===== src/rtl/csrAddrPkg.sv =====
/*
  CSR address map, privilege modes and access opcodes for the
  performance-counter unit. Referenced by scoped name from the
  access port, the control registers and the counter block.
*/

package csrAddrPkg;

  ////////////////////
  // counter csr windows
  ////////////////////
  localparam logic [11:0] mhpmCounterBase  = 12'hB00; // machine counters, low halves
  localparam logic [11:0] mhpmCounterHBase = 12'hB80; // machine counters, high halves
  localparam logic [11:0] hpmCounterBase   = 12'hC00; // user shadow, read only
  localparam logic [11:0] hpmCounterHBase  = 12'hC80; // user shadow of high halves

  // time sits inside the user shadow window at counter slot 1
  localparam logic [11:0] timeAdr  = 12'hC01;
  localparam logic [11:0] timeHAdr = 12'hC81;

  ////////////////////
  // counter control csrs
  ////////////////////
  localparam logic [11:0] mcountinhibitAdr = 12'h320;
  localparam logic [11:0] mcounterenAdr    = 12'h306;
  localparam logic [11:0] scounterenAdr    = 12'h106;

  localparam int xlen = 32; // csr data width, rv32 only

  // privilege encodings follow the privileged spec
  typedef enum logic [1:0] {
    userMode       = 2'b00,
    supervisorMode = 2'b01,
    machineMode    = 2'b11
  } privMode_t;

  typedef enum logic {
    csrRead  = 1'b0,
    csrWrite = 1'b1
  } csrOp_t;

endpackage


===== src/rtl/perfEventPkg.sv =====
/*
  Counter count and fixed event wiring of the performance-counter
  unit. Each localparam is the counter slot its event lands in.
  Slot 1 has no event and stays unimplemented.
*/

package perfEventPkg;

  localparam int numCounters = 8; // counters 0..7, slot 1 unused

  ////////////////////
  // event to counter slot
  ////////////////////
  localparam logic [2:0] evCycle        = 3'd0; // mcycle
  localparam logic [2:0] evInstret      = 3'd2; // minstret
  localparam logic [2:0] evLoadStall    = 3'd3; // load-use stalls
  localparam logic [2:0] evBranchMiss   = 3'd4; // direction mispredicts
  localparam logic [2:0] evBranch       = 3'd5; // branches retired
  localparam logic [2:0] evDCacheAccess = 3'd6; // d$ accesses
  localparam logic [2:0] evDCacheMiss   = 3'd7; // d$ misses

endpackage


===== src/rtl/loadStallTracker.sv =====
/*
  Carries the decode-stage load-stall flag down to the memory stage
  so the stall counter sees it alongside the other M-stage events.
  Two cycles of latency, each stage frozen by its own stall.
*/
`timescale 1ns/1ps

module loadStallTracker (
  input  logic clk,
  input  logic reset,
  input  logic stallE,
  input  logic stallM,
  input  logic flushM,
  input  logic loadStallD,
  output logic loadStallM
);

  logic loadStallE;

  // E stage has no flush: a stall that triggers a flush still counts
  always_ff @(posedge clk) begin
    if (reset) loadStallE <= 1'b0;
    else if (!stallE) loadStallE <= loadStallD;
  end

  always_ff @(posedge clk) begin
    if (reset) loadStallM <= 1'b0;
    else if (flushM) loadStallM <= 1'b0;      // flush wins over stall
    else if (!stallM) loadStallM <= loadStallE;
  end

endmodule


===== src/rtl/counterControlRegs.sv =====
/*
  mcountinhibit, mcounteren and scounteren. Decodes its own three
  addresses off the broadcast access bus and answers with a read
  value, a hit and an illegal flag. Machine mode only.
*/
`timescale 1ns/1ps

module counterControlRegs (
  input  logic                                   clk,
  input  logic                                   reset,
  input  logic                                   writeStrobe,
  input  logic [11:0]                            accessAdr,
  input  csrAddrPkg::privMode_t                  accessPriv,
  input  logic [csrAddrPkg::xlen-1:0]            writeData,
  output logic [csrAddrPkg::xlen-1:0]            ctrlReadVal,
  output logic                                   ctrlHit,
  output logic                                   ctrlIllegal,
  output logic [perfEventPkg::numCounters-1:0]   inhibit,
  output logic [perfEventPkg::numCounters-1:0]   counterEn,
  output logic [perfEventPkg::numCounters-1:0]   sCounterEn
);

  logic selInhibit, selCounterEn, selSCounterEn;
  logic [perfEventPkg::numCounters-1:0] readBits;

  assign selInhibit    = (accessAdr == csrAddrPkg::mcountinhibitAdr);
  assign selCounterEn  = (accessAdr == csrAddrPkg::mcounterenAdr);
  assign selSCounterEn = (accessAdr == csrAddrPkg::scounterenAdr);

  assign ctrlHit     = selInhibit | selCounterEn | selSCounterEn;
  assign ctrlIllegal = ctrlHit & (accessPriv != csrAddrPkg::machineMode);

  ////////////////////
  // registers
  ////////////////////
  // strobe only fires on a legal access, so priv is already checked
  always_ff @(posedge clk) begin
    if (reset) begin
      inhibit    <= '0;                       // everything counts
      counterEn  <= '0;                       // lower modes locked out
      sCounterEn <= '0;
    end else if (writeStrobe) begin
      if (selInhibit)    inhibit    <= writeData[perfEventPkg::numCounters-1:0];
      if (selCounterEn)  counterEn  <= writeData[perfEventPkg::numCounters-1:0];
      if (selSCounterEn) sCounterEn <= writeData[perfEventPkg::numCounters-1:0];
    end
  end

  // read back, upper bits read as zero
  always_comb begin
    readBits = '0;
    if (selInhibit)         readBits = inhibit;
    else if (selCounterEn)  readBits = counterEn;
    else if (selSCounterEn) readBits = sCounterEn;
  end

  assign ctrlReadVal = ctrlIllegal ? '0 :
    {{(csrAddrPkg::xlen - perfEventPkg::numCounters){1'b0}}, readBits};

endmodule


===== src/rtl/hpmCounters.sv =====
/*
  Hardware performance counters. Eight 64-bit counters seen as low
  and high 32-bit CSRs, plus time/timeh shadowing the external mtime.
  Gates the fixed events, counts, handles half writes, and decodes
  reads and privilege for its own address windows.
*/
`timescale 1ns/1ps

module hpmCounters (
  input  logic                                 clk,
  input  logic                                 reset,
  input  logic                                 writeStrobe,
  input  logic                                 instrValid,
  input  logic                                 branchMiss,
  input  logic                                 branch,
  input  logic                                 dCacheAccess,
  input  logic                                 dCacheMiss,
  input  logic                                 loadStallM,
  input  logic [11:0]                          accessAdr,
  input  csrAddrPkg::privMode_t                accessPriv,
  input  logic                                 accessIsWrite,
  input  logic [csrAddrPkg::xlen-1:0]          writeData,
  input  logic [perfEventPkg::numCounters-1:0] inhibit,
  input  logic [perfEventPkg::numCounters-1:0] counterEn,
  input  logic [perfEventPkg::numCounters-1:0] sCounterEn,
  input  logic [63:0]                          mtime,
  output logic [csrAddrPkg::xlen-1:0]          cntReadVal,
  output logic                                 cntHit,
  output logic                                 cntIllegal
);

  logic [perfEventPkg::numCounters-1:0] events;      // raw event per slot
  logic [perfEventPkg::numCounters-1:0] implemented; // slots with a source
  logic [perfEventPkg::numCounters-1:0] countInc;
  logic [perfEventPkg::numCounters-1:0][csrAddrPkg::xlen-1:0] countLo;
  logic [perfEventPkg::numCounters-1:0][csrAddrPkg::xlen-1:0] countHi;
  logic [$clog2(perfEventPkg::numCounters)-1:0] cntIdx;
  logic inMLo, inMHi, inULo, inUHi;
  logic isTime, isTimeH;
  logic privOk, badWrite, missing;
  logic [csrAddrPkg::xlen-1:0] rawRead;

  ////////////////////
  // event wiring
  ////////////////////
  always_comb begin
    events      = '0;                 // slot 1 stays quiet
    implemented = '0;
    events[perfEventPkg::evCycle]        = 1'b1;              // every clock
    events[perfEventPkg::evInstret]      = instrValid;
    events[perfEventPkg::evLoadStall]    = loadStallM;        // already M-stage aligned
    events[perfEventPkg::evBranchMiss]   = branchMiss & instrValid;
    events[perfEventPkg::evBranch]       = branch & instrValid;
    events[perfEventPkg::evDCacheAccess] = dCacheAccess;
    events[perfEventPkg::evDCacheMiss]   = dCacheMiss;
    implemented[perfEventPkg::evCycle]        = 1'b1;
    implemented[perfEventPkg::evInstret]      = 1'b1;
    implemented[perfEventPkg::evLoadStall]    = 1'b1;
    implemented[perfEventPkg::evBranchMiss]   = 1'b1;
    implemented[perfEventPkg::evBranch]       = 1'b1;
    implemented[perfEventPkg::evDCacheAccess] = 1'b1;
    implemented[perfEventPkg::evDCacheMiss]   = 1'b1;
  end

  assign countInc = events & ~inhibit;

  ////////////////////
  // counters
  ////////////////////
  for (genvar i = 0; i < perfEventPkg::numCounters; i++) begin : gCounter
    logic [63:0] countPlus;
    logic writeLo, writeHi;

    assign countPlus = {countHi[i], countLo[i]} + 64'(countInc[i]);
    assign writeLo = writeStrobe & (accessAdr == csrAddrPkg::mhpmCounterBase + 12'(i));
    assign writeHi = writeStrobe & (accessAdr == csrAddrPkg::mhpmCounterHBase + 12'(i));

    // a write replaces one half and drops this cycle's increment
    always_ff @(posedge clk) begin
      if (reset) begin
        countLo[i] <= '0;
        countHi[i] <= '0;
      end else if (writeLo) begin
        countLo[i] <= writeData;
      end else if (writeHi) begin
        countHi[i] <= writeData;
      end else begin
        countLo[i] <= countPlus[31:0];
        countHi[i] <= countPlus[63:32];
      end
    end
  end

  ////////////////////
  // read decode
  ////////////////////
  // windows are aligned, low address bits pick the counter
  assign cntIdx = accessAdr[$clog2(perfEventPkg::numCounters)-1:0];
  assign inMLo = (accessAdr >= csrAddrPkg::mhpmCounterBase) &&
                 (accessAdr <  csrAddrPkg::mhpmCounterBase + 12'(perfEventPkg::numCounters));
  assign inMHi = (accessAdr >= csrAddrPkg::mhpmCounterHBase) &&
                 (accessAdr <  csrAddrPkg::mhpmCounterHBase + 12'(perfEventPkg::numCounters));
  assign inULo = (accessAdr >= csrAddrPkg::hpmCounterBase) &&
                 (accessAdr <  csrAddrPkg::hpmCounterBase + 12'(perfEventPkg::numCounters));
  assign inUHi = (accessAdr >= csrAddrPkg::hpmCounterHBase) &&
                 (accessAdr <  csrAddrPkg::hpmCounterHBase + 12'(perfEventPkg::numCounters));
  assign isTime  = (accessAdr == csrAddrPkg::timeAdr);
  assign isTimeH = (accessAdr == csrAddrPkg::timeHAdr);

  assign cntHit = inMLo | inMHi | inULo | inUHi; // time falls inside the user windows

  // S needs mcounteren, U needs mcounteren and scounteren
  always_comb begin
    case (accessPriv)
      csrAddrPkg::machineMode:    privOk = 1'b1;
      csrAddrPkg::supervisorMode: privOk = counterEn[cntIdx];
      default:                    privOk = counterEn[cntIdx] & sCounterEn[cntIdx];
    endcase
  end

  assign badWrite = accessIsWrite &
                    (inULo | inUHi | (accessPriv != csrAddrPkg::machineMode));
  assign missing  = (inMLo | inMHi) & ~implemented[cntIdx];  // slot 1 in machine window
  assign cntIllegal = cntHit & (~privOk | badWrite | missing);

  always_comb begin
    rawRead = '0;
    if (isTime)              rawRead = mtime[31:0];
    else if (isTimeH)        rawRead = mtime[63:32];
    else if (inMLo | inULo)  rawRead = countLo[cntIdx];
    else if (inMHi | inUHi)  rawRead = countHi[cntIdx];
  end

  assign cntReadVal = cntIllegal ? '0 : rawRead;

endmodule


===== src/rtl/csrAccessPort.sv =====
/*
  Four-phase req/ack front end for the counter CSRs. Latches one
  request, broadcasts it to the control and counter blocks for a
  single exec cycle, merges their answers and returns rdata and
  illegal with ack. ack holds until req is seen low.
*/
`timescale 1ns/1ps

module csrAccessPort (
  input  logic                          clk,
  input  logic                          reset,
  input  logic                          req,
  input  logic [11:0]                   adr,
  input  csrAddrPkg::csrOp_t            op,
  input  logic [csrAddrPkg::xlen-1:0]   wdata,
  input  csrAddrPkg::privMode_t         priv,
  input  logic [csrAddrPkg::xlen-1:0]   ctrlReadVal,
  input  logic [csrAddrPkg::xlen-1:0]   cntReadVal,
  input  logic                          ctrlHit,
  input  logic                          ctrlIllegal,
  input  logic                          cntHit,
  input  logic                          cntIllegal,
  output logic                          ack,
  output logic [csrAddrPkg::xlen-1:0]   rdata,
  output logic                          illegal,
  output logic [11:0]                   accessAdr,
  output csrAddrPkg::privMode_t         accessPriv,
  output logic                          accessIsWrite,
  output logic                          writeStrobe,
  output logic [csrAddrPkg::xlen-1:0]   writeData
);

  typedef enum logic [1:0] {stIdle, stExec, stDone} portState_t;

  portState_t                  state;
  logic                        mergedIllegal;
  logic [csrAddrPkg::xlen-1:0] mergedVal;

  // idle -> exec on req, exec lasts one cycle, done waits for req low
  always_ff @(posedge clk) begin
    if (reset) state <= stIdle;
    else begin
      case (state)
        stIdle:  if (req) state <= stExec;
        stExec:  state <= stDone;
        stDone:  if (!req) state <= stIdle;
        default: state <= stIdle;
      endcase
    end
  end

  // request latch, held stable through exec
  always_ff @(posedge clk) begin
    if (state == stIdle && req) begin
      accessAdr     <= adr;
      accessPriv    <= priv;
      accessIsWrite <= (op == csrAddrPkg::csrWrite);
      writeData     <= wdata;
    end
  end

  ////////////////////
  // result merge
  ////////////////////
  always_comb begin
    if (ctrlHit) begin
      mergedVal     = ctrlReadVal;
      mergedIllegal = ctrlIllegal;
    end else if (cntHit) begin
      mergedVal     = cntReadVal;
      mergedIllegal = cntIllegal;
    end else begin
      mergedVal     = '0;           // nobody claims the address
      mergedIllegal = 1'b1;
    end
  end

  // exec sees the pre-write value, the write lands at the end of exec
  assign writeStrobe = (state == stExec) & accessIsWrite & ~mergedIllegal;
  assign ack         = (state == stDone);

  always_ff @(posedge clk) begin
    if (reset) illegal <= 1'b0;
    else if (state == stExec) illegal <= mergedIllegal;
  end

  always_ff @(posedge clk) begin
    if (state == stExec) rdata <= mergedVal;
  end

endmodule


===== src/rtl/counterCsrTop.sv =====
/*
  Performance-counter unit top. Ties the req/ack access port to
  the control registers and the counters, and feeds the load-stall
  flag through its pipeline tracker.
*/
`timescale 1ns/1ps

module counterCsrTop (
  input  logic                          clk,
  input  logic                          reset,
  input  logic                          req,
  input  logic [11:0]                   adr,
  input  csrAddrPkg::csrOp_t            op,
  input  logic [csrAddrPkg::xlen-1:0]   wdata,
  input  csrAddrPkg::privMode_t         priv,
  output logic                          ack,
  output logic [csrAddrPkg::xlen-1:0]   rdata,
  output logic                          illegal,
  input  logic                          stallE,
  input  logic                          stallM,
  input  logic                          flushM,
  input  logic                          loadStallD,
  input  logic                          instrValid,
  input  logic                          branchMiss,
  input  logic                          branch,
  input  logic                          dCacheAccess,
  input  logic                          dCacheMiss,
  input  logic [63:0]                   mtime
);

  // broadcast access bus
  logic [11:0]                 accessAdr;
  csrAddrPkg::privMode_t       accessPriv;
  logic                        accessIsWrite, writeStrobe;
  logic [csrAddrPkg::xlen-1:0] writeData;

  // block answers
  logic [csrAddrPkg::xlen-1:0] ctrlReadVal, cntReadVal;
  logic                        ctrlHit, ctrlIllegal, cntHit, cntIllegal;

  logic [perfEventPkg::numCounters-1:0] inhibit, counterEn, sCounterEn;
  logic                                 loadStallM;

  csrAccessPort port (.*);

  counterControlRegs ctrlRegs (.*);

  loadStallTracker stallTrack (.*);

  hpmCounters counters (.*);

endmodule


===== config.mk =====
export PLATFORM = sky130hd
export DESIGN_NAME = counterCsrTop
export DESIGN_NICKNAME = d
export VERILOG_FILES = /design/src/rtl/csrAddrPkg.sv /design/src/rtl/perfEventPkg.sv /design/src/rtl/loadStallTracker.sv /design/src/rtl/counterControlRegs.sv /design/src/rtl/hpmCounters.sv /design/src/rtl/csrAccessPort.sv /design/src/rtl/counterCsrTop.sv
export SDC_FILE = /design/constraint.sdc
export NUM_CORES = 2
export LEC_CHECK = 0
export BUFFER_PORTS_ARGS = -buffer_cell sky130_fd_sc_hd__buf_2
export CAP_MARGIN = 20
export CELL_PAD_IN_SITES_DETAIL_PLACEMENT = 1
export CELL_PAD_IN_SITES_GLOBAL_PLACEMENT = 1
export CORE_ASPECT_RATIO = 1.2
export CORE_UTILIZATION = 40
export CTS_BUF_LIST = sky130_fd_sc_hd__clkbuf_4
export DETAILED_ROUTE_END_ITERATION = 8
export MAX_ROUTING_LAYER = met4
export PLACE_DENSITY_LB_ADDON = 0.1
export SETUP_SLACK_MARGIN = 0.15
export SLEW_MARGIN = 40
export SYNTH_ARGS = -nofsm -noshare
export SYNTH_HDL_FRONTEND = slang
export SYNTH_SLANG_ARGS = --single-unit
export TNS_END_PERCENT = 30

===== constraint.sdc =====
create_clock -name clk -period 3 [get_ports clk]
set_input_delay 0.3 -clock clk [delete_from_list [all_inputs] [get_ports clk]]
set_output_delay 0.3 -clock clk [all_outputs]
set_load 0.005 [all_outputs]

Word-level counts from Yosys, hierarchy flattened
Memories as Yosys holds them, arrays and structs flattened. A register that Yosys moved wholly into a read port is not among the register bits.
Index checks and enable logic that the tools add are counted.
Widths: inputs -> output; s select.
{"block": "totals", "memories": 1, "input_bits": 123, "romBits": 8, "wordCells": 185, "reg_bits": 620}
{"block": "op_classes", "magnitude_cmp": 9, "bitwise_logic": 41, "add_sub_neg": 8, "muxes": 51, "n_eq_ne": 36, "n_reduce_logical": 11}
{"memory": "(name not given)", "words": 8, "word_bits": 1, "read_ports": 1, "rd_clocked_by_memory_dff": 1, "wr": 0, "line": "hpmCounters.sv:123", "text": "assign missing = (inMLo | inMHi) & ~implemented[cntIdx];"}
{"cell": "$mux 32", "n": 33}
{"cell": "$add 64x1->64", "n": 8}
{"cell": "$eq 12x12->1 const B", "n": 18}
{"cell": "$bmux 32 s3", "n": 2}
{"cell": "$ge 12x12->1 const B", "n": 4}
{"cell": "$lt 12x12->1 const B", "n": 4}
{"cell": "$mux 8", "n": 4}
{"cell": "$and 1x1->1", "n": 25}
{"cell": "$eq 12x10->1 const B", "n": 2}
{"cell": "$ne 2x1->1 const B", "n": 8}
{"cell": "$eq 12x9->1 const B", "n": 1}
{"cell": "$or 1x1->1", "n": 11}
{"cell": "$and 8x8->8", "n": 1}
{"cell": "$not 8->8", "n": 1}
{"cell": "$reduce_and 2->1", "n": 4}
{"cell": "$bmux 1 s3", "n": 2}
{"cell": "$ne 2x2->1 const B", "n": 3}
{"cell": "$pmux 2 s3", "n": 1}
{"cell": "$logic_and 1x1->1", "n": 5}
{"cell": "$mux 1", "n": 5}
{"cell": "$eq 2x1->1 const B", "n": 2}
{"cell": "$eq 2x2->1 const B", "n": 2}
{"cell": "$lt 3x4->1 const B", "n": 1}
{"cell": "$mux 2", "n": 2}
{"cell": "5 further kinds", "n": 7}

Logic depth before layout (Yosys ltp)
{"block": "depth", "word_depth": 15, "ltp_mapped": 12, "depth_no_buf": 11}

Modules after synthesis
From an unflattened synthesis, not the netlist that was laid out.
{"block": "hier_totals", "hier_cells": 4847, "hier_area_um2": 39779.4}
{"mod": "hpmCounters", "area_per_inst_um2": 35361.4, "n_inst": 1, "cells_each": 4555}
{"mod": "csrAccessPort", "area_per_inst_um2": 2841.5, "n_inst": 1, "cells_each": 137}
{"mod": "counterControlRegs", "area_per_inst_um2": 1502.7, "n_inst": 1, "cells_each": 149}
{"mod": "loadStallTracker", "area_per_inst_um2": 73.8, "n_inst": 1, "cells_each": 6}

Worst setup path after synthesis
No wires, ideal clock.
{"block": "synth_path", "path_kind": "input to register", "from": "input req", "to": "register port.accessAdr[0] (enable)", "setup_time_ps": 462, "path_slack_ps": -110, "required_ps": 2538, "n_path_buf": 0, "path_stages": 2, "arrival_time_ps": 2648, "path_cell_list": "nor2b_1 nor2b_1"}
{"block": "synth_between", "elab_chain_len": 1}
{"item": "start, declared", "line": "counterCsrTop.sv:11", "text": "input logic req,"}
{"item": "$logic_and 1x1->1", "line": "csrAccessPort.sv:54", "text": "if (state == stIdle && req) begin"}
{"item": "end signal, assigned", "line": "csrAccessPort.sv:55", "text": "accessAdr <= adr;"}
{"item": "end, declared", "line": "csrAccessPort.sv:26", "text": "output logic [11:0] accessAdr,"}
Every way passes these cells.
A chain may end at the register's enable or synchronous reset.

Worst setup path in the final report
{"block": "layout_path", "from": "register port.accessAdr[0]", "to": "register counters.countHi[26] (netlist name)"}
{"block": "layout_between", "elab_chain_len": 14}
{"item": "$ge 12x12->1, or another cell as far along", "line": "hpmCounters.sv:103", "text": "assign inULo = (accessAdr >= csrAddrPkg::hpmCounterBase) &&"}
{"item": "$logic_and 1x1->1, or another cell as far along", "line": "hpmCounters.sv:103"}
{"item": "$or 1x1->1 / $and 1x1->1 (equally long branches)", "line": "hpmCounters.sv:122, hpmCounters.sv:117"}
{"item": "$or 1x1->1 / $pmux 1 s2 (equally long branches)", "line": "hpmCounters.sv:122, hpmCounters.sv:114"}
{"item": "$and 1x1->1 / $not 1->1 (equally long branches)", "line": "hpmCounters.sv:121, hpmCounters.sv:124"}
{"item": "$or 1x1->1 (2 in a row)", "line": "hpmCounters.sv:124", "text": "assign cntIllegal = cntHit & (~privOk | badWrite | missing);"}
{"item": "$and 1x1->1", "line": "hpmCounters.sv:124"}
{"item": "$mux 1", "line": "csrAccessPort.sv:69", "text": "end else if (cntHit) begin"}
{"item": "$mux 1", "line": "csrAccessPort.sv:66", "text": "if (ctrlHit) begin"}
{"item": "$not 1->1", "line": "csrAccessPort.sv:79", "text": "assign writeStrobe = (state == stExec) & accessIsWrite & ~mergedIllegal;"}
{"item": "$and 1x1->1", "line": "csrAccessPort.sv:79"}
{"item": "$and 1x1->1", "line": "hpmCounters.sv:76", "text": "assign writeHi = writeStrobe & (accessAdr == csrAddrPkg::mhpmCounterHBase + 12'(i));"}
{"item": "$mux 32", "line": "hpmCounters.sv:85", "text": "end else if (writeHi) begin"}
{"item": "end signal, assigned by index", "line": "hpmCounters.sv:86", "text": "countHi[i] <= writeData;"}
{"item": "end signal, assigned by index", "line": "hpmCounters.sv:89", "text": "countHi[i] <= countPlus[63:32];"}
{"item": "end, declared", "line": "hpmCounters.sv:36", "text": "logic [perfEventPkg::numCounters-1:0][csrAddrPkg::xlen-1:0] countHi;"}
Parallel ways exist; a longest one is shown, timed or not. The select of a mux whose other input is x is not followed.

==> reports/results.md <==
Status
* finished with violations — status
* setup timing — failing checks

Final layout
* 32.6% — Syn-to-layout area delta
* 0.0511 mm² — final cell area excluding filler cells
* 26.4% — layout cells sized above 1
* 5614 — total number of nets in the final design

GRT
* 0 — grt ovf
* 126 — largest net degree at the start of global routing
* 45300 — via count of the first global-routing pass
* 19 — number of antenna violations at the first check in global routing
* 311000 µm — global-route wire length before repair
* 44.9% — overall track demand over capacity in global routing

STA
* 0 — max-slew violations
* 0 — Hold Violations, Final
* 3060 ps — Min Clock Period, post-route
* -61.3 ps — final worst slack
* 327 MHz — highest clock frequency the design can meet
* 75.6 ps — post-route clock skew
* 27 — endpoints failing setup
* 102% — share of the cycle needed by the critical path after routing
* 36.3% — slew margin rel.
* 955 ps — pin slew with the least headroom to its limit
* true — RSZ-0062 raised after global routing

Clock network
* 621 — number of clock sinks
* 4 — maximum level of the CTS H-tree
* 3 — buffers from clock root to sink, at most
* 1180 ps — Clock Latency Late Sink
* done — CTS tree
* sky130_fd_sc_hd__clkbuf_4 — master cell of the clock root buffer
* 180 — number of buffers added by the clock tree synthesis step
* 90 ps — CTS clk-pin slew, worst paths

Job
* 0 — Max Cap Violations

Synth
* 0.0385 mm² — Post-Synthesis Cell Area
* 4682 — synthesized netlist cell count
* 8.22 µm² — Avg Synthesized Cell Area
* 93 — Yosys cell types
* 34.4% — register area share after synthesis
* 0% — share of synthesized flip-flops with an asynchronous set or reset
* sky130_fd_sc_hd__dfxtp_1 — top_reg_cell synth
* 0 — YS warnings
* 4819 — nets in the synthesized netlist
* 621 — FF+latch count, synth
* 79 — EDFF count, synth

Route
* 226000 µm — sum of routed wire length over all layers
* 6 — number of iterations in the first detailed-routing pass
* 6.74 — via density per instance
* 32.8 µm — routed wirelength normalized by instance count
* 0 — remaining antenna violation count after routing
* 0 — final routed DRC violation total
* 46500 — number of vias after detailed routing
* 4958 — first-iteration detailed-routing DRC count

Pwr
* 29.5% — switching share of total power
* 13.5 mW — internal power
* 375 mW/mm² — power density over the cells
* 5.66 mW — power spent charging and discharging nets
* 17.7 nW — Leak Pwr
* 0.290 mV — largest vdd supply drop
* 45.9% — clock share of power
* 45.0% — Reg power frac
* 9.1% — share of total power in combinational logic

Worst setup path
* 8 — maximum fanout count along the critical path
* compound AO/OA/AOI/OAI gates — largest delay contributor family on the critical path
* 3980 ps — CP Data Required Time
* register — endpoint type of the worst setup path
* 520 ps — Worst path max stage delay
* sky130_fd_sc_hd__edfxtp_1 — CP max stage cell
* nor3_2, nand4_1, a211o_4, buf_12, a2111oi_4, clkbuf_16, buf_12, buf_4, nor2_1, a32oi_1, a21oi_1 — Critical Path, Cell by Cell
* 11 — count of cell instances traversed by the critical path
* sky130_fd_sc_hd__buf_12 — Top cell by count, worst path
* reg2reg — Crit Path Class
* 4 — buffers plus inverters on the worst setup path
* 4040 ps — crit path DAT
* port.accessAdr[0] — beginning of the worst register-to-register path
* register — kind of start point of the critical path
* port.accessAdr[0] — beginning of the critical path
* 11 — logic depth of the worst register-to-register path

Place
* 155000 µm — DP HPWL
* 0.0447 mm² — placed cell area
* 1.03 — Final Wtd Congestion
* -190 ps — post-place setup slack
* 156 — input/output buffers

Die
* 0.0953 mm² — core outline area
* 157 — I/O pins
* 342 µm — vertical die dimension
* 124 — FP Rows
* 40.4% — initial core utilization
* 0.0975 mm² — Die Area
* 285 µm — die span in x

Min path
* 3 — Min-Delay Path Depth
* in2reg — worst hold path class
* reset — Worst Min Path Start

[logic make-up after synthesis]
logic type	share of synthesized area (%)
AO/OA/AOI/OAI	22.6
flip-flops	34.4
multiplexers	11.8
XOR/XNOR	0.933
AND/OR/NAND/NOR	24.7
adder cells (fa/ha/maj)	0.455
buffers and inverters	5.12
[through the flow]
step / hold slack, ps / power, mW / std cells / util, % / TNS, ps
final: 121 / 19.2 / 6901 / 53.6 / -475
after floorplan: 379 / 9.38 / 4682 / - / 0
after CTS: 39.3 / 18.9 / 6790 / 51.6 / 0
after global routing: 142 / 19.7 / 6896 / 53.6 / -2210
after global placement: 434 / 10.1 / 6265 / 46.8 / -1050
after detailed placement: 442 / 10.2 / 6273 / 46.9 / -3870
[metal layers]
layer / track usage, % / share of wire (%)
met1: 52.0 / 36
met2: 69.7 / 45
met3: 8.29 / 9.1
met4: 32.4 / 9.4
met5: - / 0
[synthesized netlist by cell type, types with 79 or more instances]
cell / count / area (µm²)
sky130_fd_sc_hd__a211oi_1: 83 / 623
sky130_fd_sc_hd__a21oi_1: 478 / 2390
sky130_fd_sc_hd__a31oi_1: 90 / 563
sky130_fd_sc_hd__and3_1: 88 / 551
sky130_fd_sc_hd__buf_2: 80 / 400
sky130_fd_sc_hd__clkbuf_1: 251 / 942
sky130_fd_sc_hd__dfxtp_1: 542 / 10900
sky130_fd_sc_hd__edfxtp_1: 79 / 2370
sky130_fd_sc_hd__inv_1: 94 / 353
sky130_fd_sc_hd__mux2i_1: 79 / 791
sky130_fd_sc_hd__mux4_2: 164 / 3690
sky130_fd_sc_hd__nand2_1: 530 / 1990
sky130_fd_sc_hd__nand3_1: 213 / 1070
sky130_fd_sc_hd__nand4_1: 128 / 801
sky130_fd_sc_hd__nor2_1: 357 / 1340
sky130_fd_sc_hd__nor3_1: 203 / 1020
sky130_fd_sc_hd__nor4_1: 110 / 688
sky130_fd_sc_hd__o21ai_0: 314 / 1570
[sequential cells by signal, summed over array words and instances (netlist names), 2 cells and up, named ones only]
name and flops:
ctrlRegs.inhibit 8, port.rdata 32, ctrlRegs.counterEn 8, ctrlRegs.sCounterEn 8, counters.countHi 256, port.accessPriv 2, counters.countLo 256, port.state 2
port.writeData 32, port.accessAdr 12
[power groups by stage]
stage,clock network (mW),registers [mW],logic [mW]
3_3_place_gp,0,8.83,1.32
4_1_cts,8.76,8.61,1.57
5_1_grt,9.28,8.62,1.76
6_report,8.79,8.63,1.73
2_1_floorplan,0,8.74,0.641
3_5_place_dp,0,8.80,1.38
[final timing paths]
kind	endpoint	slack, ps
max	counters.countHi[26]	-60
min	counters.countHi[45]	120
max reg2reg	counters.countHi[26]	-60
min reg2reg	counters.countLo[60]	450
[area by class of cell]
cell class | count | area, µm²
Multi-Input combinational cell | 3586 | 24200
Antenna cell | 16 | 40.0
Tap cell | 1260 | 1580
Clock buffer | 275 | 2060
Timing Repair Buffer | 993 | 9340
Sequential cell | 621 | 13200
Inverter | 95 | 359
Clock inverter | 55 | 297
Fill cell | 11200 | 44200
[worst reg2reg max path: cells and delay by family, from the launching register on]
kind                   cells  cell delay (ps)
and+or+nand+nor            3              590
DFF                        1              520
buffers and inverters      4              720
AOI/OAI and AO/OA          4             1040
[repair_timing]
item | in CTS | in global routing
gates cloned | 5 | 28
gates resized for setup | 31 | 147
hold buffers | 174 | 0
endpoints found under the hold margin | 516 | 0
endpoints found under the setup margin | 326 | 487
pin swaps | 9 | 56
buffers inserted | 8 | 67
[placed cells by master (no fill, tap or decap), types with 24 or more instances in the layout]
cell	instances
sky130_fd_sc_hd__o22ai_1	29
sky130_fd_sc_hd__a31oi_1	89
sky130_fd_sc_hd__clkbuf_4	276
sky130_fd_sc_hd__dlygate4sd3_1	174
sky130_fd_sc_hd__mux4_2	164
sky130_fd_sc_hd__a211oi_1	80
sky130_fd_sc_hd__clkinv_1	37
sky130_fd_sc_hd__buf_4	508
sky130_fd_sc_hd__nor4_1	100
sky130_fd_sc_hd__mux2i_1	79
sky130_fd_sc_hd__buf_12	86
sky130_fd_sc_hd__and3_1	86
sky130_fd_sc_hd__inv_1	93
sky130_fd_sc_hd__buf_6	31
sky130_fd_sc_hd__nand2_1	522
sky130_fd_sc_hd__o211ai_1	37
sky130_fd_sc_hd__nor2_1	345
sky130_fd_sc_hd__and4_1	25
sky130_fd_sc_hd__dfxtp_1	536
sky130_fd_sc_hd__buf_2	156
sky130_fd_sc_hd__clkbuf_16	26
sky130_fd_sc_hd__o22a_1	32
sky130_fd_sc_hd__o21ai_0	297
sky130_fd_sc_hd__xnor2_1	30
sky130_fd_sc_hd__and2_1	49
sky130_fd_sc_hd__or3_1	50
sky130_fd_sc_hd__a21o_1	35
sky130_fd_sc_hd__a22oi_1	42
sky130_fd_sc_hd__edfxtp_1	79
sky130_fd_sc_hd__nand4_1	128
sky130_fd_sc_hd__nor3_1	187
sky130_fd_sc_hd__or4_1	24
sky130_fd_sc_hd__nand3_1	209
sky130_fd_sc_hd__a21oi_1	465
Note: power is estimated with default switching activity, not from simulation.
